`config.mk`:
```
export PLATFORM = sky130hd
export DESIGN_NAME = data_mem
export DESIGN_NICKNAME = d
export VERILOG_FILES = /design/src/design/rv_core_pkg.sv /design/src/design/data_mem.sv
export VERILOG_INCLUDE_DIRS = /design/src /design/src/design
export SDC_FILE = /design/constraint.sdc
export NUM_CORES = 2
export LEC_CHECK = 0
export BUFFER_PORTS_ARGS = -buffer_cell sky130_fd_sc_hd__clkbuf_2
export CAP_MARGIN = 30
export CORE_MARGIN = 3
export CORE_UTILIZATION = 40
export DETAILED_ROUTE_END_ITERATION = 10
export PLACE_DENSITY = 0.55
export SLEW_MARGIN = 10
export SYNTH_ARGS = -nofsm -noshare
export SYNTH_HDL_FRONTEND = slang
export SYNTH_SLANG_ARGS = --single-unit
```
`constraint.sdc`:
```
create_clock -name clk_i -period 2.9 [get_ports clk_i]
set_input_delay 0.435 -clock clk_i [delete_from_list [all_inputs] [get_ports clk_i]]
set_output_delay 0.435 -clock clk_i [all_outputs]
set_load 0.02 [all_outputs]
```
`src/design/rv_core_config.svh`:
```
`ifndef RV_CORE_CONFIG_SVH
`define RV_CORE_CONFIG_SVH

// Data memory depth in 32-bit words
// Must stay a power of two, the address is wrapped by bit slicing
`define RV_DMEM_WORDS 64

// First fetch address after reset
`define RV_RESET_PC 32'h0000_0000

`endif

```
`src/design/rv_core_pkg.sv`:
```
package rv_core_pkg;

    // Data word, also used for addresses and the PC
    typedef logic [31:0] word_t;

    // Architectural register index
    typedef logic [4:0] reg_addr_t;

    // Raw instruction word
    typedef logic [31:0] instr_t;

    // ALU functions needed by the subset
    typedef enum logic [1:0] {
        ALU_ADD = 2'b00,
        ALU_SUB = 2'b01,
        ALU_AND = 2'b10,
        ALU_OR  = 2'b11
    } alu_op_e;

    // Execute-stage operand source
    typedef enum logic [1:0] {
        FWD_NONE = 2'b00, // value read in decode
        FWD_WB   = 2'b01, // result in writeback
        FWD_MEM  = 2'b10  // ALU result in memory stage
    } fwd_sel_e;

    // Decoded controls, all zero is a bubble
    typedef struct packed {
        logic      reg_wr_en;
        logic      mem_rd_en;
        logic      mem_wr_en;
        logic      branch;
        logic      use_imm;
        alu_op_e   alu_op;
        reg_addr_t rd;
        reg_addr_t rs1;
        reg_addr_t rs2;
        word_t     imm;
    } ctrl_t;

    // Decode to execute
    typedef struct packed {
        ctrl_t ctrl;
        word_t pc;
        word_t rs1_data;
        word_t rs2_data;
    } id_ex_t;

    // Execute to memory
    typedef struct packed {
        logic      reg_wr_en;
        logic      mem_rd_en;
        logic      mem_wr_en;
        reg_addr_t rd;
        word_t     alu_result;
        word_t     store_data;
    } ex_mem_t;

    // Memory to writeback
    typedef struct packed {
        logic      reg_wr_en;
        reg_addr_t rd;
        word_t     result;
    } mem_wb_t;

endpackage

```
`src/design/data_mem.sv`:
```
`include "rv_core_config.svh"

module data_mem (
    input  logic               clk_i,
    input  logic               arst_n_i,
    input  logic               rd_en_i,
    input  logic               wr_en_i,
    input  rv_core_pkg::word_t addr_i,
    input  rv_core_pkg::word_t wr_data_i,
    output rv_core_pkg::word_t rd_data_o
);

    localparam int IDX_W = $clog2(`RV_DMEM_WORDS);

    rv_core_pkg::word_t mem_q [`RV_DMEM_WORDS];
    logic [IDX_W-1:0]   word_idx;

    // Word address, upper bits wrap around the memory
    assign word_idx = addr_i[IDX_W+1:2];

    always_ff @(posedge clk_i or negedge arst_n_i) begin
        if (!arst_n_i) begin
            for (int i = 0; i < `RV_DMEM_WORDS; i++) begin
                mem_q[i] <= '0;
            end
        end else if (wr_en_i) begin
            mem_q[word_idx] <= wr_data_i;
        end
    end

    // Read data only matters for loads
    assign rd_data_o = rd_en_i ? mem_q[word_idx] : '0;

    // An instruction is a load or a store, never both
    a_rd_wr_excl: assert property (@(posedge clk_i) disable iff (!arst_n_i)
        !(rd_en_i && wr_en_i));

endmodule

```
# After elaboration in Yosys (flattened, before gate mapping)
# Cells that the tools add are included.
# word_totals
output_inout_bits,32
register_bits,2048
input_bits,68
wordCells,75
# op_classes
reduce_logical,1
muxes,7
bitwise,1
n_lt_le_gt_ge,2
# ops
op,n
$bwmux 2048,1
$bmux 32 s6,1
$demux 32 s6,1
$mux 32,4
$ge 7x7->1 const B,1
$lt 7x1->1 const B,1
$not 6->7,1
$logic_and 1x1->1,1

# Logic depth before layout (Yosys ltp)
# logic_depth
depth_word,6
mapped_depth,11
ltp_nobuf,6

# Worst setup path after synthesis
# No wires, ideal clock.
# synth_path
path_kind,in2out
startpoint,input port addr_i[2]
endpoint,output port rd_data_o[17]
t_required_ns,2.465
t_arrival_ns,2.371
path_buffers,3
cell_stages,8
setup_slack_ns,0.094
path_cell_list,buf_6 > buf_2 > buf_1 > mux2_2 > a222oi_1 > o21ai_0 > a221o_1 > o21a_1
# synth_between
elab_chain_len,5
# synth_rtl
item,line,source
"start, declared",data_mem.sv:8,"input rv_core_pkg::word_t addr_i,"
$not 6->7 (implied by the code),data_mem.sv:32,assign rd_data_o = rd_en_i ? mem_q[word_idx] : '0;
$bmux 32 s6,data_mem.sv:32,
$mux 32 (implied by the code) (2 in a row),data_mem.sv:32,
$mux 32,data_mem.sv:32,
"end, declared",data_mem.sv:10,output rv_core_pkg::word_t rd_data_o
# Every way passes these cells. The select of a mux whose other input is x is not followed.

# Worst setup path in the final report
# layout_path
startpoint,register mem_q[1970] in the netlist's numbering
endpoint,output port rd_data_o[18]
# layout_between
elab_chain_len,4
# layout_rtl
item,line,source
"start, declared",data_mem.sv:15,rv_core_pkg::word_t mem_q [`RV_DMEM_WORDS];
"start signal, assigned by index",data_mem.sv:27,mem_q[word_idx] <= wr_data_i;
$bmux 32 s6,data_mem.sv:32,
$mux 32 (implied by the code) (2 in a row),data_mem.sv:32,
$mux 32,data_mem.sv:32,
# Every way passes these cells. The select of a mux whose other input is x is not followed.

==> results.toml <==
[die]
die_h_um = 485
core_area_sq_um = 228000
initial_utilization_pct = 40.3
ios = 100
die_area_sq_um = 235000
rows = 175
die_x_um = 485

[critical_path]
start_kind = "register"
slowest_delay_ps = 380
cp-end-kind = "primary output"
critical_path.top_delay_family = "compound AO/OA/AOI/OAI gates"
path_class = "register to primary output"
critPathMaxFanout = 2
cpMaxStageDelayCell = "dfrtp_1"
arrival_ps = 3000
cp_num_buf_inv = 2
crit_chain = "mux2_2, a222oi_1, nand2_1, o211ai_1, nand3_2, buf_6, o31a_1, clkbuf_8"
required_ps = 2470

[timing]
rsz0062_at_grt = "true"
fin_skew_ps = 0
fmaxAchievable_mhz = 291
hold_ws_ps = 94.0
drv_slew = 0
worstMarginPinSlew_ps = 889
setup_tns_ps = -11490
finalSetupViolations = 32
hold_viol = 0
setup_ws_ps = -533
finalCritPeriodShare_pct = 118
relSlewSlack_pct = 40.7
period_needed_ps = 3430

[yosys]
yosys.area_share.adder_pct = 0
synthMuxAreaShare_pct = 30.1
syn_area_per_cell_sq_um = 14.1
async_flop_share_pct = 100
synthFlopType = "dfrtp_1"
synthSimpleGateAreaFrac_pct = 1.96
ys_warn_count = 0
syn-num-nets = 6574
synth-seq-area-share_pct = 55.8
synth_xor_area_share_pct = 0
synth_edf_count = 0
synth_seq_cells = 2048
synth_cells = 6506
synth_top_family_by_area = "multiplexers"
synth_compound_area_share_pct = 8.69
ys_types = 55
synth_area_sq_um = 91800

[status]
status = "complete, but fails checks"
violations = "setup timing"

[global_route]
grtUsageTotal_pct = 24.9
first_global_vias = 62700
grt.overflow.total = 0
grt_max_degree = 116
grt_antenna_before_repair = 7
grt_pass1_wl_mm = 438

[flow_run]
drv_cap = 0

[placed_design]
dp.cells = 9553
post-place-ws_ps = -765
gp_congestion = 0.853
io_buffers = 73
hpwl_mm = 189
dpl_cell_area_sq_um = 101000

[finish]
seq_area_sq_um = 51200
reg_top3 = "mem_q x2048"
area_growth_pct = 20.6
final_cell_area_sq_um = 111000
top_register = "mem_q"
layout-drive-gt1-share_pct = 53.6
fin_util_pct = 48.6
stdcell_count = 9950
multi_input_area_sq_um = 39700
layout.nets = 6830
largest_reg_flops = 2048
fill_cells = 19600

[clock_network]
clk_latency_ps = 850
clkTransAtPathRegs_ps = 60
clockBufferDepth = 3
cts_root_buf = "clkbuf_16"
cts_buffers = 215
htree_levels = 4
clock_sinks = 2048
cts_tree = "built"

[pwr]
p_per_area_nw_per_um2 = 661
switching_share_pct = 25.0
peakVddDrop_mv = 0.497
pwr-share-seq_pct = 46.9
p_sw_mw = 18.3
p_leak_nw = 50.7
p_comb_share_pct = 13.1
intPower_mw = 55.0
clock_power_share_pct = 40.0
p_total_mw = 73.2

[min_path]
hold_path.class = "primary input to async pin"

[drt]
first_pass_iters = 7
viasPerCell = 6.05
antenna_left = 0
vias = 60200
drt-total-wl_mm = 297
routedWlPerCell_um = 29.9
drc = 0
dr.first_iter.drc_count = 4825
-- metal layers --
layer | vias up | wire length (um) | global-route usage (%)
met5 | - | 11 | 0
met4 | 2 | 11200 | 8.96
met3 | 508 | 14100 | 3.56
met2 | 1589 | 139000 | 39.6
met1 | 32900 | 133000 | 34.7
li1 | 25200 | - | -
-- layout make-up --
cell class,count,area share (%)
clock buffers,323,5.88
inverters,1,0.00791
diodes,3,0.00678
repair buffers,771,7.68
well taps,3009,3.40
flip-flops and latches,2048,46.3
multi-input cells,3725,35.8
clock inverters,70,0.931
-- worst reg2reg max path: stages, from the launching register on --
cell	delay, ps
dfrtp_1	400
buf_4	140
mux2_2	250
-- cell families (layout without fill, tap and decap cells) --
group,count (synthesis),in the layout
buffers and inverters,734,1165
and+or+nand+nor,370,371
DFF,2048,2048
other,0,3
AOI/OAI and AO/OA,1021,1021
muxes,2333,2333
-- power groups by stage --
stage                     registers, mW  clock network, mW  logic (mW)
final                              34.4               29.3        9.57
after global routing               34.8               31.1        10.3
after CTS                          34.3               29.8        9.54
after global placement             34.5                  0        8.99
after detailed placement           34.7                  0        9.26
after floorplan                    34.1                  0        5.99
-- synthesized netlist by cell type, types with 3 or more instances --
master,number,area (sq um)
buf_4,13,97.6
o21a_1,15,113
nand2b_1,6,37.5
buf_2,204,1020
nor3b_2,3,37.5
a222oi_1,42,420
o211ai_1,16,120
o22ai_1,151,945
a21oi_1,21,105
a22oi_1,279,2090
mux2i_1,103,1030
nand3b_1,4,30.0
a2111oi_0,15,131
dfrtp_1,2048,51200
a211oi_1,15,113
or2_2,3,18.8
buf_1,155,582
o221ai_1,15,131
mux4_2,135,3040
mux2_1,10,113
o32ai_1,16,140
or4_1,14,105
nor2_1,84,315
o31a_1,15,131
nor2b_1,5,31.3
a221oi_1,291,2550
o21ai_0,43,215
nor4_1,28,175
nand2_1,93,349
nand3_1,21,105
a221o_1,15,150
a31oi_1,4,25.0
buf_6,10,113
clkbuf_1,350,1310
a22o_1,61,534
and3_1,3,18.8
nor3_1,92,460
mux2_2,2085,23500
-- path summary, 6_finish.rpt --
path | startpoint | endpoint | slack, ps | depth (start not counted)
worst max-delay path | mem_q[1970] | rd_data_o[18] | -530 | 8
max in group asynchronous | arst_n_i | mem_q[1101] | 1550 | 4
min in group clk_i | wr_data_i[31] | mem_q[703] | 160 | 2
worst min register to register | mem_q[1866] | mem_q[1866] | 480 | 1
worst min-delay path | arst_n_i | mem_q[780] | 90 | 2
worst max register to register | mem_q[901] | mem_q[901] | 1990 | 2
-- cell usage in the layout (no fill, tap or decap), drive strengths merged, types with 16 or more instances in the layout --
| master | instances |
|---|---|
| o211ai | 16 |
| a222oi | 42 |
| o21ai | 45 |
| clkbuf | 385 |
| bufinv | 23 |
| a221oi | 292 |
| a22oi | 279 |
| nand3 | 21 |
| dfrtp | 2048 |
| nor2 | 84 |
| a22o | 61 |
| clkinv | 35 |
| mux4 | 135 |
| o32ai | 16 |
| mux2i | 103 |
| nor4 | 28 |
| mux2 | 2095 |
| buf | 707 |
| a21oi | 21 |
| nor3 | 93 |
| nand2 | 93 |
| o22ai | 151 |
-- what timing repair did --
item                                    in CTS  in global routing
resized for setup                          316                118
hold endpoints to repair                   728                  0
buffers inserted                             5                 10
pin swaps                                  110                 89
gates cloned                                 1                  2
hold buffers                                 2                  0
endpoints found under the setup margin      32                 32
(Power assumes the default switching activity.)
