`src/design/rv_core_config.svh`:
```
`ifndef RV_CORE_CONFIG_SVH
`define RV_CORE_CONFIG_SVH

// Data memory depth in 32-bit words
// Must stay a power of two, the address is wrapped by bit slicing
`define RV_DMEM_WORDS 64

// First fetch address after reset
`define RV_RESET_PC 32'h0000_0000

`endif

```
`src/design/rv_core_pkg.sv`:
```
package rv_core_pkg;

    // Data word, also used for addresses and the PC
    typedef logic [31:0] word_t;

    // Architectural register index
    typedef logic [4:0] reg_addr_t;

    // Raw instruction word
    typedef logic [31:0] instr_t;

    // ALU functions needed by the subset
    typedef enum logic [1:0] {
        ALU_ADD = 2'b00,
        ALU_SUB = 2'b01,
        ALU_AND = 2'b10,
        ALU_OR  = 2'b11
    } alu_op_e;

    // Execute-stage operand source
    typedef enum logic [1:0] {
        FWD_NONE = 2'b00, // value read in decode
        FWD_WB   = 2'b01, // result in writeback
        FWD_MEM  = 2'b10  // ALU result in memory stage
    } fwd_sel_e;

    // Decoded controls, all zero is a bubble
    typedef struct packed {
        logic      reg_wr_en;
        logic      mem_rd_en;
        logic      mem_wr_en;
        logic      branch;
        logic      use_imm;
        alu_op_e   alu_op;
        reg_addr_t rd;
        reg_addr_t rs1;
        reg_addr_t rs2;
        word_t     imm;
    } ctrl_t;

    // Decode to execute
    typedef struct packed {
        ctrl_t ctrl;
        word_t pc;
        word_t rs1_data;
        word_t rs2_data;
    } id_ex_t;

    // Execute to memory
    typedef struct packed {
        logic      reg_wr_en;
        logic      mem_rd_en;
        logic      mem_wr_en;
        reg_addr_t rd;
        word_t     alu_result;
        word_t     store_data;
    } ex_mem_t;

    // Memory to writeback
    typedef struct packed {
        logic      reg_wr_en;
        reg_addr_t rd;
        word_t     result;
    } mem_wb_t;

endpackage

```
`src/design/hazard_unit.sv`:
```
module hazard_unit (
    // Decode-stage sources, for the load-use check
    input  rv_core_pkg::reg_addr_t rd_addr1_d_i,
    input  rv_core_pkg::reg_addr_t rd_addr2_d_i,
    // Execute-stage sources and destination
    input  rv_core_pkg::reg_addr_t rd_addr1_e_i,
    input  rv_core_pkg::reg_addr_t rd_addr2_e_i,
    input  rv_core_pkg::reg_addr_t wr_addr_e_i,
    input  logic                   mem_rd_en_e_i,
    // Older producers
    input  rv_core_pkg::reg_addr_t wr_addr_m_i,
    input  rv_core_pkg::reg_addr_t wr_addr_w_i,
    input  logic                   reg_wr_en_m_i,
    input  logic                   reg_wr_en_w_i,
    // Taken branch from execute
    input  logic                   pc_src_i,

    output rv_core_pkg::fwd_sel_e  forward_a_e_o,
    output rv_core_pkg::fwd_sel_e  forward_b_e_o,
    output logic                   stall_o,
    output logic                   flush_o
);

    // Live producers, x0 is never a real destination
    logic mem_writes;
    logic wb_writes;
    logic load_in_ex;

    assign mem_writes = reg_wr_en_m_i && (wr_addr_m_i != '0);
    assign wb_writes  = reg_wr_en_w_i && (wr_addr_w_i != '0);
    assign load_in_ex = mem_rd_en_e_i && (wr_addr_e_i != '0);

    always_comb begin
        // Memory stage is younger so it wins over writeback
        if (mem_writes && (wr_addr_m_i == rd_addr1_e_i)) begin
            forward_a_e_o = rv_core_pkg::FWD_MEM;
        end else if (wb_writes && (wr_addr_w_i == rd_addr1_e_i)) begin
            forward_a_e_o = rv_core_pkg::FWD_WB;
        end else begin
            forward_a_e_o = rv_core_pkg::FWD_NONE;
        end

        // Same priority for the second operand
        if (mem_writes && (wr_addr_m_i == rd_addr2_e_i)) begin
            forward_b_e_o = rv_core_pkg::FWD_MEM;
        end else if (wb_writes && (wr_addr_w_i == rd_addr2_e_i)) begin
            forward_b_e_o = rv_core_pkg::FWD_WB;
        end else begin
            forward_b_e_o = rv_core_pkg::FWD_NONE;
        end
    end

    // Load data only exists after memory, so the reader waits one cycle
    assign stall_o = load_in_ex &&
                     ((wr_addr_e_i == rd_addr1_d_i) || (wr_addr_e_i == rd_addr2_d_i));

    // Taken branch kills the two younger instructions
    assign flush_o = pc_src_i;

endmodule

```
`config.mk`:
```
export PLATFORM = sky130hd
export DESIGN_NAME = hazard_unit
export DESIGN_NICKNAME = d
export VERILOG_FILES = /design/src/design/rv_core_config.svh /design/src/design/rv_core_pkg.sv /design/src/design/hazard_unit.sv
export SDC_FILE = /design/constraint.sdc
export NUM_CORES = 1
export LEC_CHECK = 0
export ABC_AREA = 1
export BUFFER_PORTS_ARGS = -buffer_cell sky130_fd_sc_hd__buf_2
export CAP_MARGIN = 0
export CORE_MARGIN = 4
export CORE_UTILIZATION = 42
export DETAILED_ROUTE_END_ITERATION = 16
export PLACE_DENSITY_LB_ADDON = 0.1
export SLEW_MARGIN = 20
export SYNTH_ARGS = -nofsm -noshare
export SYNTH_HDL_FRONTEND = slang
export SYNTH_SLANG_ARGS = --single-unit
```
`constraint.sdc`:
```
create_clock -name vclk -period 0.8
set_input_delay 0 -clock vclk [all_inputs]
set_output_delay 0 -clock vclk [all_outputs]
set_load 0.005 [all_outputs]
```
# Word-level counts from Yosys, hierarchy flattened
# Cells that the tools add are included.
# totals
register_bits,0
latchBits,0
ram_bits,0
rom_bits,0
in_bits,39
output_inout_bits,6
word_cells,22
memories,0
# classes
n_addsub,0
multipliers,0
div,0
order_cmp,0
eq_ne,6
shift,0
mux,4
bitwise,0
n_reduce_logical,12
# op_table
operator,count
5-bit equality test,6
5-bit nonzero test,3
1-bit logical AND,8
2-bit 2-to-1 mux,2
1-bit 2-to-1 mux,2
1-bit logical OR,1

# Depth between registers and ports, before layout
# Gate-level depths: netlist (run 1).
# depth
ltp_word,5
ltp_mapped,7
ltp_nobuf,7

# Least setup slack after synthesis (run 1)
# No wires, ideal clock.
# synth_timing
kind,input to output
start,in wr_addr_m_i[2]
end,out forward_a_e_o[0]
arrival_ns,0.443
required_ns,0.800
setup_slack_ns,0.357
path_stages,7
path_buffers,0
path_cell_list,inv_2 -> nand2_1 -> nand2_1 -> nor2_1 -> nand3_1 -> nor2_2 -> nor2_1
# synth_between
elab_chain_cells,4
elab_cells_between_ends,5
cone_classes,eq/ne: 1; mux: 1; reduce/logical: 3
# synth_rtl
element,line_no,rtl
start: declaration,hazard_unit.sv:11,"input rv_core_pkg::reg_addr_t wr_addr_m_i,"
5-bit nonzero test,hazard_unit.sv:29,assign mem_writes = reg_wr_en_m_i && (wr_addr_m_i != '0);
1-bit logical AND,hazard_unit.sv:29,
1-bit logical AND (*),hazard_unit.sv:35,if (mem_writes && (wr_addr_m_i == rd_addr1_e_i)) begin
2-bit 2-to-1 mux (*),hazard_unit.sv:35,
end: declaration,hazard_unit.sv:18,"output rv_core_pkg::fwd_sel_e forward_a_e_o,"
# Every way passes the cells marked *; elsewhere a longest branch is shown, timed or not.

# Worst setup path after layout (run 1)
# layout_timing
start,in rd_addr1_e_i[0]
end,out forward_a_e_o[0]
# layout_between
elab_chain_cells,4
elab_cells_between_ends,6
cone_classes,eq/ne: 2; mux: 2; reduce/logical: 2
# layout_rtl
element,line_no,rtl
start: declaration,hazard_unit.sv:6,"input rv_core_pkg::reg_addr_t rd_addr1_e_i,"
5-bit equality test,hazard_unit.sv:37,end else if (wb_writes && (wr_addr_w_i == rd_addr1_e_i)) begin
1-bit logical AND,hazard_unit.sv:37,
1-bit 2-to-1 mux,hazard_unit.sv:37,
2-bit 2-to-1 mux (*),hazard_unit.sv:35,
# Marked as above.

==> flow_metrics.tcl, run 1 <==
set metrics [dict create \
    outcome "finished, final reports clean" \
    synth_xor_area_frac 0.172 \
    wl_per_cell_um 9.46 \
    grt_pass1_wl_mm 2.46 \
    hold_viol_final 0 \
    cp-end-kind "primary output" \
    place_hpwl_mm 1.44 \
    start_util 0.472 \
    switching_share 0.514 \
    synth_commonest_cells "58 x nand2_1, 16 x inv_1, 16 x nor2_1" \
    worstMarginPinSlew_ns 0.222 \
    seq_cells 0 \
    period_minus_slack_ns 0.776 \
    synth_top_family_by_area "simple AND/OR/NAND/NOR gates" \
    post-cts-setup-buffer-count 0 \
    fin_crit_sh 0.969 \
    antenna_found_initial 0 \
    multi_input_comb_area_um2 479 \
    ioPinCount 45 \
    grt_pass1_vias 712 \
    cap_viol_max_count 0 \
    p_sw_uw 211 \
    num_vias 845 \
    synthMuxAreaShare 0 \
    comb_power_share 1.000 \
    ys_types 13 \
    die_y_um 44.5 \
    vias_per_cell 4.64 \
    ys_warn_count 0 \
    placement.cell_area_um2 785 \
    arrival_ns 0.78 \
    gr-total-overflow 0 \
    finalNonFillerCells 182 \
    worst-setup-path-type "input pin to primary output" \
    finish.utilization 0.720 \
    drc_errors 0 \
    fin_nets 209 \
    yosysMostFrequentCell "nand2_1" \
    synth_fa_ha_area_frac 0 \
    synthCells 126 \
    finalSetupViolCount 0 \
    layout-drive-gt1-share 0.381 \
    final.clkbuf_count 0 \
    nFillCells 99 \
    cp_max_fo 3 \
    relSlewSlack 0.851 \
    seq_area_frac_synth 0 \
    p_per_area_nw_per_um2 479 \
    routed_wl_mm 1.72 \
    drv_slew 0 \
    total_leakage_power_uw 0.000563 \
    numPortBuffers 43 \
    final.setup.tns_ns 0 \
    critPathLaunchType "input pin" \
    synth_top_area_frac 0.389 \
    grt_max_degree 5 \
    drtAntennaViolNets 0 \
    regArea_um2 0 \
    drt_iter0_drc 16 \
    dieWidth_um 44.5 \
    synth-simple-area-share 0.622 \
    synth-compound-area-share 0.0179 \
    fmax_mhz 1290 \
    gp_congestion 0.871 \
    final_cell_area_um2 855 \
    track_usage 0.150 \
    pwr-share-clk 0 \
    core-area_um2 1190 \
    hp-class "input pin to primary output" \
    avgSynthCellArea_um2 4.44 \
    cp_data_required_time_ns 0.80 \
    synthTopCellsByArea "nand2_1 39%, xnor2_1 13%, inv_1 11%, nor2_1 11%, inv_2 6.7%" \
    first_pass_iters 4 \
    synth.largest_area_cell "nand2_1" \
    ir_drop_mv 0.253 \
    dieArea_um2 1980 \
    seqPwrFrac 0 \
    place_inst 182 \
    fp-row-count 12 \
    syn_area_um2 559 \
    area_delta_synth_final_pct 52.8 \
    p_int_uw 199 \
    diodes 0 \
    syn_nets 165 \
]
[timing repair]
action,4_1_cts,5_1_grt
hold endpoints to repair,0,0
gates resized for setup,0,19
hold buffers,0,0
endpoints found under the setup margin,0,3
[per-layer routing]
metal,track usage,up-vias,part of all wire
li1,-,459,-
met5,0,-,0
met4,0.0120,0,0.0081
met3,0.00813,2,0.11
met1,0.165,345,0.39
met2,0.312,39,0.49
[per-stage QoR]
stage | power (uW) | hold WS [ns] | worst slack, ns
final | 410 | 0.0000428 | 0.0244
after global routing | 460 | 0.0000372 | -0.0566
after CTS | 366 | 0.0000381 | 0.0398
after detailed placement | 365 | 0.0000381 | 0.0452
after global placement | 356 | 0.0000381 | 0.0857
after floorplan | 197 | 0.0808 | 0.357
[cells by family (layout without fill, tap and decap cells)]
| logic type | count (synthesis) | count (layout) |
|---|---|---|
| xor gates and xnor gates | 11 | 11 |
| AOI/OAI and AO/OA | 2 | 2 |
| buffers and inverters | 27 | 69 |
| and+or+nand+nor | 86 | 86 |
[cell type report]
| cell class | instances | share of cell area |
|---|---|---|
| Multi-Input combinational cell | 99 | 0.561 |
| Timing Repair Buffer | 43 | 0.299 |
| Inverter | 26 | 0.120 |
| Tap cell | 14 | 0.0205 |
[worst max-delay path, cell delays in order]
cell	delay [ns]
buf_2	0.11
inv_1	0.05
nand2_1	0.05
nand2_1	0.05
nor2_1	0.10
nand3_1	0.09
nor2_2	0.13
nor2_1	0.07
buf_2	0.12
[path summary, 6_finish.rpt]
path,startpoint,to,slack (ns),cells after the start
setup / recovery,rd_addr1_e_i[0],forward_a_e_o[0],0.02,9
hold / removal,pc_src_i,flush_o,0.00004,0
[layout by cell type (no fill, tap or decap)]
cell type	n
nand2_2	4
buf_2	36
o21ai_1	1
nand2_1	55
xor2_1	3
inv_4	2
nand4_1	5
a21oi_1	1
xnor2_1	7
nand3_2	1
inv_1	15
nand3_1	3
nor2_1	14
xnor2_2	1
buf_4	1
nor2_2	4
inv_2	9
buf_6	6
[power by group through the flow]
| stage | Clock (uW) | Combinational (uW) | Sequential, uW |
|---|---|---|---|
| after floorplan | 0 | 197 | 0 |
| after global routing | 0 | 460 | 0 |
| after CTS | 0 | 366 | 0 |
| final | 0 | 410 | 0 |
| after global placement | 0 | 356 | 0 |
| after detailed placement | 0 | 365 | 0 |
Power figures use the tool's default switching activity.
==> inputs of run 2 (changes only) <==
- clock period: 0.8 -> 0.86 ns (I/O delays scaled with it)
==> flow_metrics.tcl, run 2 (synthesis gave the netlist of run 1 again) <==
set metrics [dict create \
    critPathLaunchType "input pin" \
    worst-setup-path-type "input pin to primary output" \
    drt_iter0_drc 11 \
    finalSetupViolCount 0 \
    grt_pass1_vias 660 \
    cp_max_fo 4 \
    area_delta_synth_final_pct 41.6 \
    dieArea_um2 1980 \
    diodes 0 \
    fmax_mhz 1390 \
    fp-row-count 12 \
    antenna_found_initial 0 \
    p_per_area_nw_per_um2 434 \
    holdWs_ns 0.0000428 \
    period_minus_slack_ns 0.721 \
    routed_wl_mm 1.57 \
    drc_errors 0 \
    multi_input_comb_area_um2 462 \
    relSlewSlack 0.884 \
    first_pass_iters 4 \
    worstMarginPinSlew_ns 0.172 \
    num_vias 837 \
    layout_commonest_cell "nand2_1" \
    layout-drive-gt1-share 0.339 \
    gp_congestion 0.871 \
    route.met2.wl_um 768 \
    ir_drop_mv 0.209 \
    gr-total-overflow 0 \
    regArea_um2 0 \
    post-cts-setup-buffer-count 0 \
    place_hpwl_mm 1.43 \
    nFillCells 118 \
    final.setup.tns_ns 0 \
    numPortBuffers 43 \
    fin_crit_sh 0.838 \
    hp-class "input pin to primary output" \
    arrival_ns 0.72 \
    track_usage 0.144 \
    hold_viol_final 0 \
    cp_data_required_time_ns 0.86 \
    top_layer_used "met3" \
    core-area_um2 1190 \
    final_cell_mix "58 x nand2_1, 43 x buf_2, 16 x nor2_1, 16 x inv_1, 10 x inv_2" \
    outcome "finished, final reports clean" \
    wl_per_cell_um 8.64 \
    drv_slew 0 \
    start_util 0.472 \
    fin_ws_ns 0.139 \
    grt_pass1_wl_mm 2.35 \
    fin_nets 209 \
    die_y_um 44.5 \
    wl_met1_um 615 \
    preCtsSetupSlack_ns 0.118 \
    final.clkbuf_count 0 \
    wl_met3_um 190 \
    grt_setup_unrepaired "false" \
    grt_max_degree 5 \
    vias_per_cell 4.60 \
    dieWidth_um 44.5 \
    total_leakage_power_uw 0.000550 \
    seq_cells 0 \
    ioPinCount 45 \
    cap_viol_max_count 0 \
    cp-end-kind "primary output" \
    drtAntennaViolNets 0 \
]
-- run 2: layout make-up --
type                            count  share of cell area
Timing Repair Buffer               43               0.272
Inverter                           26               0.123
Multi-Input combinational cell     99               0.583
Tap cell                           14              0.0221
-- run 2: where the power goes --
group	leakage [uW]	total [uW]	switching, uW	internal (uW)
combinational	0.000550	344	183	161
sequential	0	0	0	0
clock	0	0	0	0
total	0.000550	344	183	161
-- run 2: repair_timing --
item,CTS,global route
endpoints found under the setup margin,0,1
resized for setup,0,1
hold buffers,0,0
-- run 2: path summary, 6_finish.rpt --
kind	startpoint	endpoint	slack [ns]	depth (start not counted)
setup / recovery	wr_addr_m_i[2]	forward_a_e_o[0]	0.14	9
hold / removal	pc_src_i	flush_o	0.00004	0
-- run 2: metrics by stage --
| stage | cells | instance area (um^2) | util | power [uW] |
|---|---|---|---|---|
| final | 182 | 792 | 0.668 | 344 |
| after global routing | 182 | 792 | 0.668 | 389 |
| after CTS | 182 | 785 | 0.661 | 341 |
| after detailed placement | 182 | 785 | 0.661 | 339 |
| after global placement | 182 | 785 | 0.661 | 331 |
| after floorplan | 126 | 559 | - | 184 |
-- run 2: worst max-delay path, stage by stage --
cell and delay, ns:
buf_2 0.12, inv_2 0.04, nand2_1 0.05, nand2_1 0.06
nor2_1 0.10, nand3_1 0.10, nor2_2 0.10, nor2_1 0.04
buf_2 0.12
-- run 2: metal layers --
metal / vias up / global-route usage
li1: 455 / -
met1: 344 / 0.167
met2: 38 / 0.295
met3: 0 / 0.00813
met4: 0 / 0
met5: - / 0
