**src/design/rv_core_config.svh**
```systemverilog
`ifndef RV_CORE_CONFIG_SVH
`define RV_CORE_CONFIG_SVH

// Data memory depth in 32-bit words
// Must stay a power of two, the address is wrapped by bit slicing
`define RV_DMEM_WORDS 64

// First fetch address after reset
`define RV_RESET_PC 32'h0000_0000

`endif

```
**src/design/rv_core_pkg.sv**
```systemverilog
package rv_core_pkg;

    // Data word, also used for addresses and the PC
    typedef logic [31:0] word_t;

    // Architectural register index
    typedef logic [4:0] reg_addr_t;

    // Raw instruction word
    typedef logic [31:0] instr_t;

    // ALU functions needed by the subset
    typedef enum logic [1:0] {
        ALU_ADD = 2'b00,
        ALU_SUB = 2'b01,
        ALU_AND = 2'b10,
        ALU_OR  = 2'b11
    } alu_op_e;

    // Execute-stage operand source
    typedef enum logic [1:0] {
        FWD_NONE = 2'b00, // value read in decode
        FWD_WB   = 2'b01, // result in writeback
        FWD_MEM  = 2'b10  // ALU result in memory stage
    } fwd_sel_e;

    // Decoded controls, all zero is a bubble
    typedef struct packed {
        logic      reg_wr_en;
        logic      mem_rd_en;
        logic      mem_wr_en;
        logic      branch;
        logic      use_imm;
        alu_op_e   alu_op;
        reg_addr_t rd;
        reg_addr_t rs1;
        reg_addr_t rs2;
        word_t     imm;
    } ctrl_t;

    // Decode to execute
    typedef struct packed {
        ctrl_t ctrl;
        word_t pc;
        word_t rs1_data;
        word_t rs2_data;
    } id_ex_t;

    // Execute to memory
    typedef struct packed {
        logic      reg_wr_en;
        logic      mem_rd_en;
        logic      mem_wr_en;
        reg_addr_t rd;
        word_t     alu_result;
        word_t     store_data;
    } ex_mem_t;

    // Memory to writeback
    typedef struct packed {
        logic      reg_wr_en;
        reg_addr_t rd;
        word_t     result;
    } mem_wb_t;

endpackage

```
**src/design/instr_decoder.sv**
```systemverilog
module instr_decoder (
    input  rv_core_pkg::instr_t instr_i,
    output rv_core_pkg::ctrl_t  ctrl_o
);

    // Major opcodes of the subset
    localparam logic [6:0] OP_R      = 7'b0110011;
    localparam logic [6:0] OP_I      = 7'b0010011;
    localparam logic [6:0] OP_LOAD   = 7'b0000011;
    localparam logic [6:0] OP_STORE  = 7'b0100011;
    localparam logic [6:0] OP_BRANCH = 7'b1100011;

    logic [6:0] opcode;
    logic [2:0] funct3;
    logic [6:0] funct7;

    assign opcode = instr_i[6:0];
    assign funct3 = instr_i[14:12];
    assign funct7 = instr_i[31:25];

    always_comb begin
        // Anything not matched below stays a bubble
        ctrl_o = '0;
        unique case (opcode)
            OP_R: begin
                ctrl_o.rd  = instr_i[11:7];
                ctrl_o.rs1 = instr_i[19:15];
                ctrl_o.rs2 = instr_i[24:20];
                ctrl_o.reg_wr_en = 1'b1;
                if (funct3 == 3'b000 && funct7 == 7'b0000000) begin
                    ctrl_o.alu_op = rv_core_pkg::ALU_ADD;
                end else if (funct3 == 3'b000 && funct7 == 7'b0100000) begin
                    ctrl_o.alu_op = rv_core_pkg::ALU_SUB;
                end else if (funct3 == 3'b111 && funct7 == 7'b0000000) begin
                    ctrl_o.alu_op = rv_core_pkg::ALU_AND;
                end else if (funct3 == 3'b110 && funct7 == 7'b0000000) begin
                    ctrl_o.alu_op = rv_core_pkg::ALU_OR;
                end else begin
                    ctrl_o = '0;
                end
            end
            OP_I, OP_LOAD: begin
                // ADDI and LW share the I immediate and an adder
                ctrl_o.rd        = instr_i[11:7];
                ctrl_o.rs1       = instr_i[19:15];
                ctrl_o.imm       = {{20{instr_i[31]}}, instr_i[31:20]};
                ctrl_o.use_imm   = 1'b1;
                ctrl_o.reg_wr_en = 1'b1;
                ctrl_o.mem_rd_en = (opcode == OP_LOAD);
                if (funct3 != ((opcode == OP_LOAD) ? 3'b010 : 3'b000)) begin
                    ctrl_o = '0;
                end
            end
            OP_STORE: begin
                ctrl_o.rs1       = instr_i[19:15];
                ctrl_o.rs2       = instr_i[24:20];
                ctrl_o.imm       = {{20{instr_i[31]}}, instr_i[31:25], instr_i[11:7]};
                ctrl_o.use_imm   = 1'b1;
                ctrl_o.mem_wr_en = (funct3 == 3'b010);
            end
            OP_BRANCH: begin
                // Only BEQ, compared in execute
                ctrl_o.rs1    = instr_i[19:15];
                ctrl_o.rs2    = instr_i[24:20];
                ctrl_o.imm    = {{19{instr_i[31]}}, instr_i[31], instr_i[7],
                                 instr_i[30:25], instr_i[11:8], 1'b0};
                ctrl_o.branch = (funct3 == 3'b000);
            end
            default: ctrl_o = '0;
        endcase
    end

endmodule

```
**config.mk**
```make
export PLATFORM = sky130hd
export DESIGN_NAME = instr_decoder
export DESIGN_NICKNAME = d
export VERILOG_FILES = /design/src/design/rv_core_config.svh /design/src/design/rv_core_pkg.sv /design/src/design/instr_decoder.sv
export SDC_FILE = /design/constraint.sdc
export NUM_CORES = 1
export LEC_CHECK = 0
export BUFFER_PORTS_ARGS = -buffer_cell sky130_fd_sc_hd__clkbuf_2
export CORE_MARGIN = 10
export CORE_UTILIZATION = 32
export DETAILED_ROUTE_END_ITERATION = 12
export GPL_TIMING_DRIVEN = 0
export PLACE_DENSITY = 0.84
export RECOVER_POWER = 25
export SLEW_MARGIN = 10
export SYNTH_ARGS = -nofsm -noshare
export SYNTH_HDL_FRONTEND = slang
export SYNTH_SLANG_ARGS = --single-unit
```
**constraint.sdc**
```tcl
create_clock -name vclk -period 2.5
set_clock_uncertainty 0.2 [all_clocks]
set_input_delay 0.125 -clock vclk [all_inputs]
set_output_delay 0.125 -clock vclk [all_outputs]
set_load 0.01 [all_outputs]
```
* After elaboration in Yosys (flattened, before gate mapping)
Cells that the tools add are included.
** Storage, ports and cells
- Memories :: 0
- Bits of input ports :: 32
- Bits in latches :: 0
- Output and inout port bits :: 54
- Register bits after elaboration :: 0
- Memory bits (read-only) :: 0
- RAM bits :: 0
- Word-level logic and storage cells :: 37
** Cells by class
- Multiply operators :: 0
- Eq/ne operators :: 10
- Bitwise logic cells :: 0
- $lt $le $gt $ge :: 0
- Shifts and indexed selects :: 0
- Mux-type cells :: 20
- Div/mod/pow operators :: 0
- Add/subtract/negate cells :: 0
- Reductions and logical operators :: 7
** Operator list (count)
- 47-bit two-way mux :: 4
- 42-bit case mux with 4 select lines :: 1
- 54-bit two-way mux :: 1
- 7-bit by 6-bit equality test with 1-bit output (second input constant) :: 3
- 5-bit two-way mux :: 4
- 7-bit case mux with 2 select lines :: 1
- 2-bit two-way mux :: 5
- 1-bit case mux with 3 select lines :: 3
- 7-bit by 2-bit equality test with 1-bit output (second input constant) :: 1
- 7-bit by 5-bit equality test with 1-bit output (second input constant) :: 1
- 7-bit equality test (second input constant) :: 1
- 7-bit zero test :: 1
- 3-bit equality test (second input constant) :: 2
- 1-bit logical AND :: 4
- 2-bit case mux with 2 select lines :: 1
- 3-bit by 2-bit equality test with 1-bit output (second input constant) :: 1
- 3-bit zero test :: 1
- 3-bit by 2-bit inequality test with 1-bit output :: 1
- 2-bit OR reduction :: 1

* Longest topological paths before layout
Gate-level depths: netlist of the first run.
- Word-level depth :: 7
- Gate-level depth with buffers :: 6
- Depth with buffers taken out :: 4

* Worst setup path before layout of the first run
No wires, ideal clock.
- Path type :: input-to-output
- Start point :: input port instr_i[14]
- End point :: output port ctrl_o[13] (netlist bit)
- Slack :: 147 ps
- Path buffers :: 1
- Arrival :: 2028 ps
- Data required time :: 2175 ps
- Stages :: 5
- Cells stage by stage :: or4_2 o21a_1 nor3_1 and2_1 buf_4
** RTL lines
- from (decl) :: RTL line instr_decoder.sv:2 : input rv_core_pkg::instr_t instr_i,
- to (decl) :: RTL line instr_decoder.sv:3 : output rv_core_pkg::ctrl_t ctrl_o

==> results of run 1 <==
-- power by group through the flow --
stage	combinational, mW	sequential, mW	clock [mW]
final	0.0678	0	0
after global routing	0.0757	0	0
after CTS	0.0681	0	0
after detailed placement	0.0674	0	0
after global placement	0.0650	0	0
after floorplan	0.0290	0	0
-- stage by stage --
step           cells  TNS, ns  hold WS (ns)  setup slack [ns]
6_report         205        0        0.3292            0.1405
5_1_grt          205        0        0.3457           0.01132
4_1_cts          205        0        0.3313           0.01866
3_5_place_dp     205   -7.415        0.3324           -0.3836
3_3_place_gp     205   -5.131        0.3294           -0.2621
2_1_floorplan     95        0       0.08377            0.1474
-- cell families after synthesis --
logic type / share of synthesized area (%)
xor+xnor: 1.429
simple gates: 51.64
compound gates: 18.57
buf+inv: 28.37
-- layer usage --
layer  vias to the layer above  global-route usage, %
li1                        478                      -
met1                       393                  13.91
met2                        55                  23.49
met3                         0                  6.098
met4                         0                      0
met5                         -                      0
-- cells in the final DEF, fill, tap and decap left out, types with 3 or more instances in the layout --
master    Yosys  final
and2_1       12      9
buf_4        19     19
clkbuf_1      1     11
clkbuf_2      0     75
inv_1         3      3
nand2_1      11     11
nor2_1       10     10
nor2b_2       5      5
o21ai_0       6      6
or3_1         3      3
-- what timing repair did --
item	in CTS	in global routing
pin swaps	0	0
gates resized for setup	2	1
endpoints found under the setup margin	20	20
-- layout make-up --
cell class,instances,share of cell area (%)
multi-input combinational,70,41.95
timing repair buffer,85,38.78
buffer,22,15.28
tap,25,2.938
inverter,3,1.058
-- path summary, 6_finish.rpt --
check,endpoint,slack (ns),depth (start not counted)
worst max-delay path,ctrl_o[26],0.14,7
worst min-delay path,ctrl_o[52],0.33,3
==> metrics, run 1 <==
f_max=423.8 MHz; top cells by area, synth=buf_4 (23%), and2_1 (12%), nor2b_2 (7.1%), nand2_1 (6.7%), nor2_1 (6.1%); critical path fanouts, max=20; Worst Hold Class=in -> out; WP buf/inv=3; fin crit share=between 90% and 100%; kind of start point of the critical path=input pin; global route overflow=0; Buffers on Ports=85; dpl cell area=about 1100 um2; I/O pin total=86; first-pass GRT wire length=between 4000 and 5000 um; Starting Density=between 30% and 40%; Comb power frac=100.0%; Die Wd=about 64 um; share of cells above drive strength 1=61.11%; Avg Cell Area, Syn=~6.5 um2; Syn Inst Count=95; Initial DRC Count=23; Post-DRT Antenna Nets=0; WP data arrival=between 2 and 2.5 ns; CP cell instances=clkbuf_2, or4_2, o21a_1, nor3_2, and2_4, buf_4, clkbuf_2; post-synth cell types=30; top cell type's share of synthesized area=a little under a quarter; layout net count=approximately 210; Placer Congestion=0.7151; Worst path most repeated cell=clkbuf_2; Post-Syn Area=613.1 um2; post-cts hold buffer count=0; RSZ-0062 raised after global routing=no; Crit. End Element=primary output; Detail Placement HPWL=2536 um; flip-flop and latch count=0; gr usage total=approximately 13%; Via Count=a little over 900; Util after Layout=~60%; Syn. warnings=0; vias in the first global route=~970; Reg power frac=0%; minimum clock period=roughly 2.4 ns; worst-margin pin slew=approximately 0.54 ns; Internal=about 0.036 mW; CP Launch Point=instr_i[14]; top cell family by delay on the critical path=simple AND/OR/NAND/NOR gates; core area=about 1800 um2; Max-cap violations=0; Slew Limit Fails=0; die height=around 64 um; Worst EP required=around 2.2 ns; cell area after layout=between 1000 and 1500 um2; clock share of power=0%; Final Setup Violations=0; register area share after synthesis=0%; synth cell count leaders=buf_4 (19), and2_1 (12), nand2_1 (11); PD cells=63.66 nW/um2; largest net degree at the start of global routing=21; DRT met1 WL=~1100 um; Routed WL per cell=13.62 um; top-count cell post-synth=buf_4; Layout area overhead=73.67%; clock buffers=0; Met3 Wirelength=approximately 350 um; die area=~4100 um2; sw frac=a little under half; DR WL met2=between 1000 and 1500 um; initial antenna violation count=0; post-DR vias/cell=roughly 4.5; row count=15; syn nets=between 100 and 150; crit path kind=in -> out; CP max stage delay=0.68 ns; peak supply drop=~33 uV; area of the multi-input gates=around 450 um2; ANT cells=0; Net Sw Power=roughly 0.032 mW; Storage cell area=0 um2; DRC violations left=0; leakage=0.6077 nW; CP max-delay cell=or4_2; Post-CTS Setup Bufs=0; HP Start=instr_i[6]; slew margin rel.=approximately 64%; status=complete, no violations; Synth area leader=buf_4; top routing layer used=met3; DR pass1 iterations=4; DRT Wirelength=~2800 um; Final Hold Fails=0; Filler cells=between 150 and 200; Tot Pwr=0.06778 mW
(Power assumes the default switching activity.)
==> run 2: changes to the inputs <==
--- a/config.mk
+++ b/config.mk
@@ -5,12 +5,13 @@
 export SDC_FILE = /design/constraint.sdc
 export NUM_CORES = 1
 export LEC_CHECK = 0
+export ABC_AREA = 1
 export BUFFER_PORTS_ARGS = -buffer_cell sky130_fd_sc_hd__clkbuf_2
 export CORE_MARGIN = 10
-export CORE_UTILIZATION = 32
+export CORE_UTILIZATION = 34
 export DETAILED_ROUTE_END_ITERATION = 12
 export GPL_TIMING_DRIVEN = 0
-export PLACE_DENSITY = 0.84
+export PLACE_DENSITY = 0.85
 export RECOVER_POWER = 25
 export SLEW_MARGIN = 10
 export SYNTH_ARGS = -nofsm -noshare
==> run 2 against run 1 <==
Design area up 4.1%. Sequential share of layout area is the same. Maximum frequency grew 16%. Largest power group unchanged. Highest routed layer unchanged.
==> metrics, run 2 <==
DRT Wirelength=2566 um (was 2793 um); Storage cell area=0 um2 (unchanged); status=complete, no violations (unchanged); Avg Cell Area, Syn=5.210 um2 (was 6.454 um2); Syn Inst Count=128 (was 95); HP Start=instr_i[14] (was instr_i[6]); Layout area overhead=66.23% (was 73.67%); Post-Syn Area=666.9 um2 (was 613.1 um2); layout net count=248 (was 214); M1 GR Usage=12.04% (was 13.91%); most frequent cells in the layout=clkbuf_2 (76), nand2_1 (27), inv_1 (23) (was clkbuf_2 (75), buf_4 (19), nand2_1 (11), clkbuf_1 (11), nor2_1 (10)); peak supply drop=47.03 uV (was 33.31 uV); area of the multi-input gates=400.4 um2 (was 446.7 um2); largest net degree at the start of global routing=21 (unchanged); slew margin rel.=64.08% (was 63.50%); multiplexer area fraction after synthesis=0% (unchanged); critical path fanouts, max=20 (unchanged); post-synth cell types=20 (was 30); Util after Layout=61.53% (was 60.35%); post-DR vias/cell=4.356 (was 4.517); GR Util met3=4.355% (was 6.098%); post-cts hold buffer count=0 (unchanged); DR pass1 iterations=4 (unchanged); Simple-Gate Fraction of Synth Area=37.15% (was 51.63%); clock buffers=0 (unchanged); top cell type's share of synthesized area=21.39% (was 23.27%); Die Wd=64.29 um (was 63.77 um); share of cells above drive strength 1=49.07% (was 61.11%); CP Launch Point=instr_i[3] (was instr_i[14]); syn nets=160 (was 127); top-count cell post-synth=nand2_1 (was buf_4); Top Usage Layer GRT=met2 (unchanged); Final Hold Fails=0 (unchanged); synth cell count leaders=nand2_1 (27), inv_1 (23), buf_4 (19) (was buf_4 (19), and2_1 (12), nand2_1 (11)); DRC violations left=0 (unchanged); initial antenna violation count=0 (unchanged); I/O pin total=86 (unchanged); gr usage total=10.81% (was 12.83%); Worst EP required=2.17 ns (about the same); RSZ-0062 raised after global routing=no (unchanged); Placer Congestion=0.7938 (was 0.7151); Slew Limit Fails=0 (unchanged); worst-margin pin slew=0.5387 ns (was 0.5417 ns); global route overflow=0 (unchanged); WP data arrival=1.71 ns (was 2.03 ns); Initial DRC Count=31 (was 23); post-synthesis xor/xnor area fraction=0% (was 1.429%); minimum clock period=2.031 ns (was 2.359 ns); PD cells=50.82 nW/um2 (was 63.66 nW/um2); Buffers on Ports=86 (was 85); top cells by area, synth=buf_4 (21%), nand2_1 (15%), inv_1 (13%), nor2_1 (9.6%), a21oi_1 (7.5%) (was buf_4 (23%), and2_1 (12%), nor2b_2 (7.1%), nand2_1 (6.7%), nor2_1 (6.1%)); Worst Hold Class=in -> out (unchanged); vias in the first global route=948 (was 966); Filler cells=203 (was 197); Tot Pwr=0.05634 mW (was 0.06778 mW); Synth Area in Compound Gates=22.89% (was 18.57%); row count=15 (unchanged); Starting Density=37.01% (was 34.75%); first-pass GRT wire length=3981 um (was 4588 um); Final Setup Violations=0 (unchanged); Crit. End Element=primary output (unchanged); Synth area leader=buf_4 (unchanged); register area share after synthesis=0% (unchanged); die area=4133 um2 (was 4067 um2); largest family of logic cells by synthesized area=buffers and inverters (was simple AND/OR/NAND/NOR gates); Post-CTS Setup Bufs=0 (unchanged); ANT cells=0 (unchanged); die height=64.29 um (was 63.77 um); core area=1802 um2 (was 1764 um2); met2 Use GR=19.83% (was 23.49%); Routed WL per cell=10.74 um (was 13.62 um); Max-cap violations=0 (unchanged); f_max=492.3 MHz (was 423.8 MHz); flip-flop and latch count=0 (unchanged); adder-cell share of the synthesized area=0% (unchanged); Syn. warnings=0 (unchanged); Via Count=1041 (was 926); most common cell after layout, fill and taps aside=clkbuf_2 (unchanged); Post-DRT Antenna Nets=0 (unchanged); crit path kind=in -> out (unchanged); Detail Placement HPWL=2406 um (was 2536 um); leakage=0.7360 nW (was 0.6077 nW); kind of start point of the critical path=input pin (unchanged); fin crit share=81.26% (was 94.38%)
==> run 2: changes by cell type after synthesis, moves of 3 or more <==
cell / change
nand2_1: +16
and2_1: -12
or3_1: -3
nor2b_2: -5
inv_1: +20
a21boi_0: +4
a21oi_1: +9
nor2_1: +7
nand3_1: +6
==> run 2: final cells by class <==
cell class         count  share of cell area [%]
repair buffers        86                   37.70
multi-input cells     82                   36.12
plain buffers         22                   15.24
inverters             24                   8.126
well taps             25                   2.822
==> run 2: where the power goes <==
part | total (mW) | internal [mW] | switching, mW | leakage [nW]
Sequential | 0 | 0 | 0 | 0
Combinational | 0.0563 | 0.0268 | 0.0296 | 0.736
Clock | 0 | 0 | 0 | 0
Total | 0.0563 | 0.0268 | 0.0296 | 0.736
==> run 2: cell families (layout without fill, tap and decap cells) <==
family,count (synthesis),after routing
compound gates,24,24
simple gates,58,58
buf+inv,46,132
==> run 2: path summary, 6_finish.rpt <==
| path | end | slack [ns] | cells past startpoint |
|---|---|---|---|
| setup / recovery | ctrl_o[28] | 0.47 | 8 |
| hold / removal | ctrl_o[51] | 0.32 | 3 |
==> run 2: worst max-delay path: stages <==
cell      delay, ns
clkbuf_2       0.08
nor2_1         0.09
nand2_1        0.11
a21oi_1        0.45
nand2_1        0.18
nor2_4         0.36
buf_4          0.17
clkbuf_2       0.12
==> run 2: stage by stage <==
| step | setup slack (ns) | hold slack [ns] | TNS (ns) | cell area (um2) | instances |
|---|---|---|---|---|---|
| floorplan | 0.3617 | 0.1029 | 0 | 666.9 | 128 |
| global placement | -0.003949 | 0.3159 | -0.01224 | 1129 | 239 |
| detailed placement | 0.005545 | 0.3182 | 0 | 1129 | 239 |
| CTS | 0.2700 | 0.3191 | 0 | 1131 | 239 |
| global route | 0.1425 | 0.3452 | 0 | 1109 | 239 |
| finish | 0.4686 | 0.3159 | 0 | 1109 | 239 |
==> run 2: repair_timing <==
action	4_1_cts	5_1_grt
hold endpoints to repair	0	0
setup endpoints to repair	1	19
resized for setup	1	1
==> run 2: layer usage <==
metal	part of all wire, %	wire (um)	vias to the layer above
met4	0	0	0
met1	43	1109	435
met2	45	1164	57
li1	-	-	549
met5	0	0	-
met3	11	292	0
==> run 3: changes to the inputs <==
==> constraint.sdc (replaced) <==
create_clock -name vclk -period 1.9
set_clock_uncertainty 0.2 [all_clocks]
set_input_delay 0.095 -clock vclk [all_inputs]
set_output_delay 0.095 -clock vclk [all_outputs]
set_load 0.01 [all_outputs]
==> run 3 against run 2 <==
Die area did not move. Largest cell class unchanged. Worst hold slack got worse by 0.059 ns. Cell count rose by 0.42%. Setup slack got worse by 0.36 ns. Count of clock-buffer cells in the layout did not move. Largest power group unchanged.
==> metrics, run 3 (synthesized netlist as in run 2, its figures left out) <==
status=complete, no violations (unchanged); leakage=0.7560 nW (was 0.7360 nW); WHS Endpoint=ctrl_o[41] (was ctrl_o[51]); critical path fanouts, max=11 (was 20); peak supply drop=53.95 uV (was 47.03 uV); Starting Density=37.01% (unchanged); Final Hold Fails=0 (unchanged); Storage cell area=0 um2 (unchanged); vias in the first global route=1012 (was 948); RSZ-0062 raised after global routing=yes (was no); Setup WS pre-CTS=-0.3277 ns (was 0.005545 ns); DR WL met2=1099 um (was 1164 um); PD cells=67.17 nW/um2 (was 50.82 nW/um2); Final Setup Violations=0 (unchanged); worst-margin pin slew=0.3282 ns (was 0.5387 ns); Worst Hold Class=in -> out (unchanged); minimum clock period=~1.8 ns; WP buf/inv=5 (was 3); Max-cap violations=0 (unchanged); WP data arrival=1.50 ns (was 1.71 ns); Util after Layout=63.61% (was 61.53%); clock buffers=0 (unchanged); gr usage total=11.99% (was 10.81%); global route overflow=0 (unchanged); Detail Placement HPWL=2462 um (was 2406 um); flip-flop and latch count=0 (unchanged); DRT met1 WL=1224 um (was 1109 um); Layout area overhead=71.86% (was 66.23%); Filler cells=185 (was 203); Slew Limit Fails=0 (unchanged); Via Count=1048 (was 1041); Die Wd=64.29 um (unchanged); first-pass GRT wire length=4353 um (was 3981 um); slew margin rel.=78.12% (was 64.08%); crit path kind=in -> out (unchanged); die height=64.29 um (unchanged); largest net degree at the start of global routing=12 (was 21); CP cell instances=clkbuf_2, nor2_2, nand2_1, nor2_2, nand3_2, nand2_2, inv_2, buf_6, nor2_4, buf_4, clkbuf_2 (was clkbuf_2, nor2_1, nand2_1, a21oi_1, nand2_1, nor2_4, buf_4, clkbuf_2); post-route setup TNS=0 ns (unchanged); post-cts hold buffer count=0 (unchanged); top cell family by delay on the critical path=simple AND/OR/NAND/NOR gates (unchanged); share of cells above drive strength 1=53.49% (was 49.07%); f_max=about 560 MHz; core area=1802 um2 (unchanged); ANT cells=0 (unchanged); setup ws final=0.1082 ns (was 0.4686 ns); post-DR vias/cell=4.367 (was 4.356); WHS Path Cells=4 (was 3); Buffers on Ports=86 (unchanged); Met3 Wirelength=428 um (was 292 um); DRT Wirelength=2751 um (was 2566 um); HP Start=instr_i[19] (was instr_i[14]); row count=15 (unchanged); I/O pin total=86 (unchanged); most common cell after layout, fill and taps aside=clkbuf_2 (unchanged); Worst EP required=1.60 ns (was 2.17 ns); DRC violations left=0 (unchanged); layout net count=249 (was 248); Post-DRT Antenna Nets=0 (unchanged); fin crit share=around 94%; Routed WL per cell=11.46 um (was 10.74 um); kind of start point of the critical path=input pin (unchanged); Crit. End Element=primary output (unchanged); die area=4133 um2 (unchanged); initial antenna violation count=0 (unchanged); CP max stage delay=0.22 ns (was 0.45 ns); CP max-delay cell=nor2_4 (was a21oi_1); Placer Congestion=0.7691 (was 0.7938); most frequent cells in the layout=clkbuf_2 (80), nand2_1 (26), inv_1 (23) (was clkbuf_2 (76), nand2_1 (27), inv_1 (23)); DR pass1 iterations=4 (unchanged); Initial DRC Count=24 (was 31); top routing layer used=met3 (unchanged)
run 3: cell count changes in the layout (fill, tap and decap cells not counted), sizes merged:
cell,before,now
buf,21,22
nor2,19,20
clkbuf,87,86
run 3: area by class of cell:
| type | count | area [um2] | area share, % |
|---|---|---|---|
| multi-input cells | 83 | 425.4 | 37.12 |
| repair buffers | 86 | 422.9 | 36.90 |
| plain buffers | 22 | 176.4 | 15.39 |
| inverters | 24 | 90.09 | 7.860 |
| well taps | 25 | 31.28 | 2.729 |
run 3: routing by layer:
| metal | GRT usage (%) | vias up |
|---|---|---|
| met5 | 0 | - |
| met4 | 0 | 0 |
| met3 | 6.794 | 0 |
| met2 | 19.21 | 64 |
| met1 | 14.45 | 428 |
| li1 | - | 556 |
run 3: worst max path at each step:
stage,slack (ns),end,from,depth (start not counted)
finish,0.11,ctrl_o[22],instr_i[6],11
global route,-0.06,ctrl_o[21],instr_i[3],8
CTS,0.07,ctrl_o[14],instr_i[3],11
detailed placement,-0.33,ctrl_o[14],instr_i[3],8
global placement,-0.28,ctrl_o[13],instr_i[3],8
floorplan,0.12,ctrl_o[13],instr_i[5],9
run 3: power by group:
| group | internal, mW | switching [mW] |
|---|---|---|
| Combinational | 0.0358 | 0.0412 |
| Sequential | 0 | 0 |
| Clock | 0 | 0 |
run 3: stage by stage:
stage / hold slack, ns / cell area (um2) / std cells / power, mW
after global routing: 0.2845 / 1146 / 240 / 0.08780
final: 0.2568 / 1146 / 240 / 0.07699
after CTS: 0.2588 / 1151 / 240 / 0.07716
after floorplan: 0.04286 / 669.4 / 128 / 0.03164
after global placement: 0.2546 / 1131 / 239 / 0.07435
after detailed placement: 0.2570 / 1131 / 239 / 0.07555
run 3: worst min-delay path: cells and delay by family:
family / cells / cell delay [ns]
AO/OA/AOI/OAI: 1 / 0.03
buffers and inverters: 3 / 0.24
run 3: timing repair:
item	4_1_cts	5_1_grt
hold endpoints to repair	0	0
gates cloned	1	0
resized for setup	3	1
buffers inserted	0	0
pin swaps	1	1
endpoints found under the setup margin	20	19
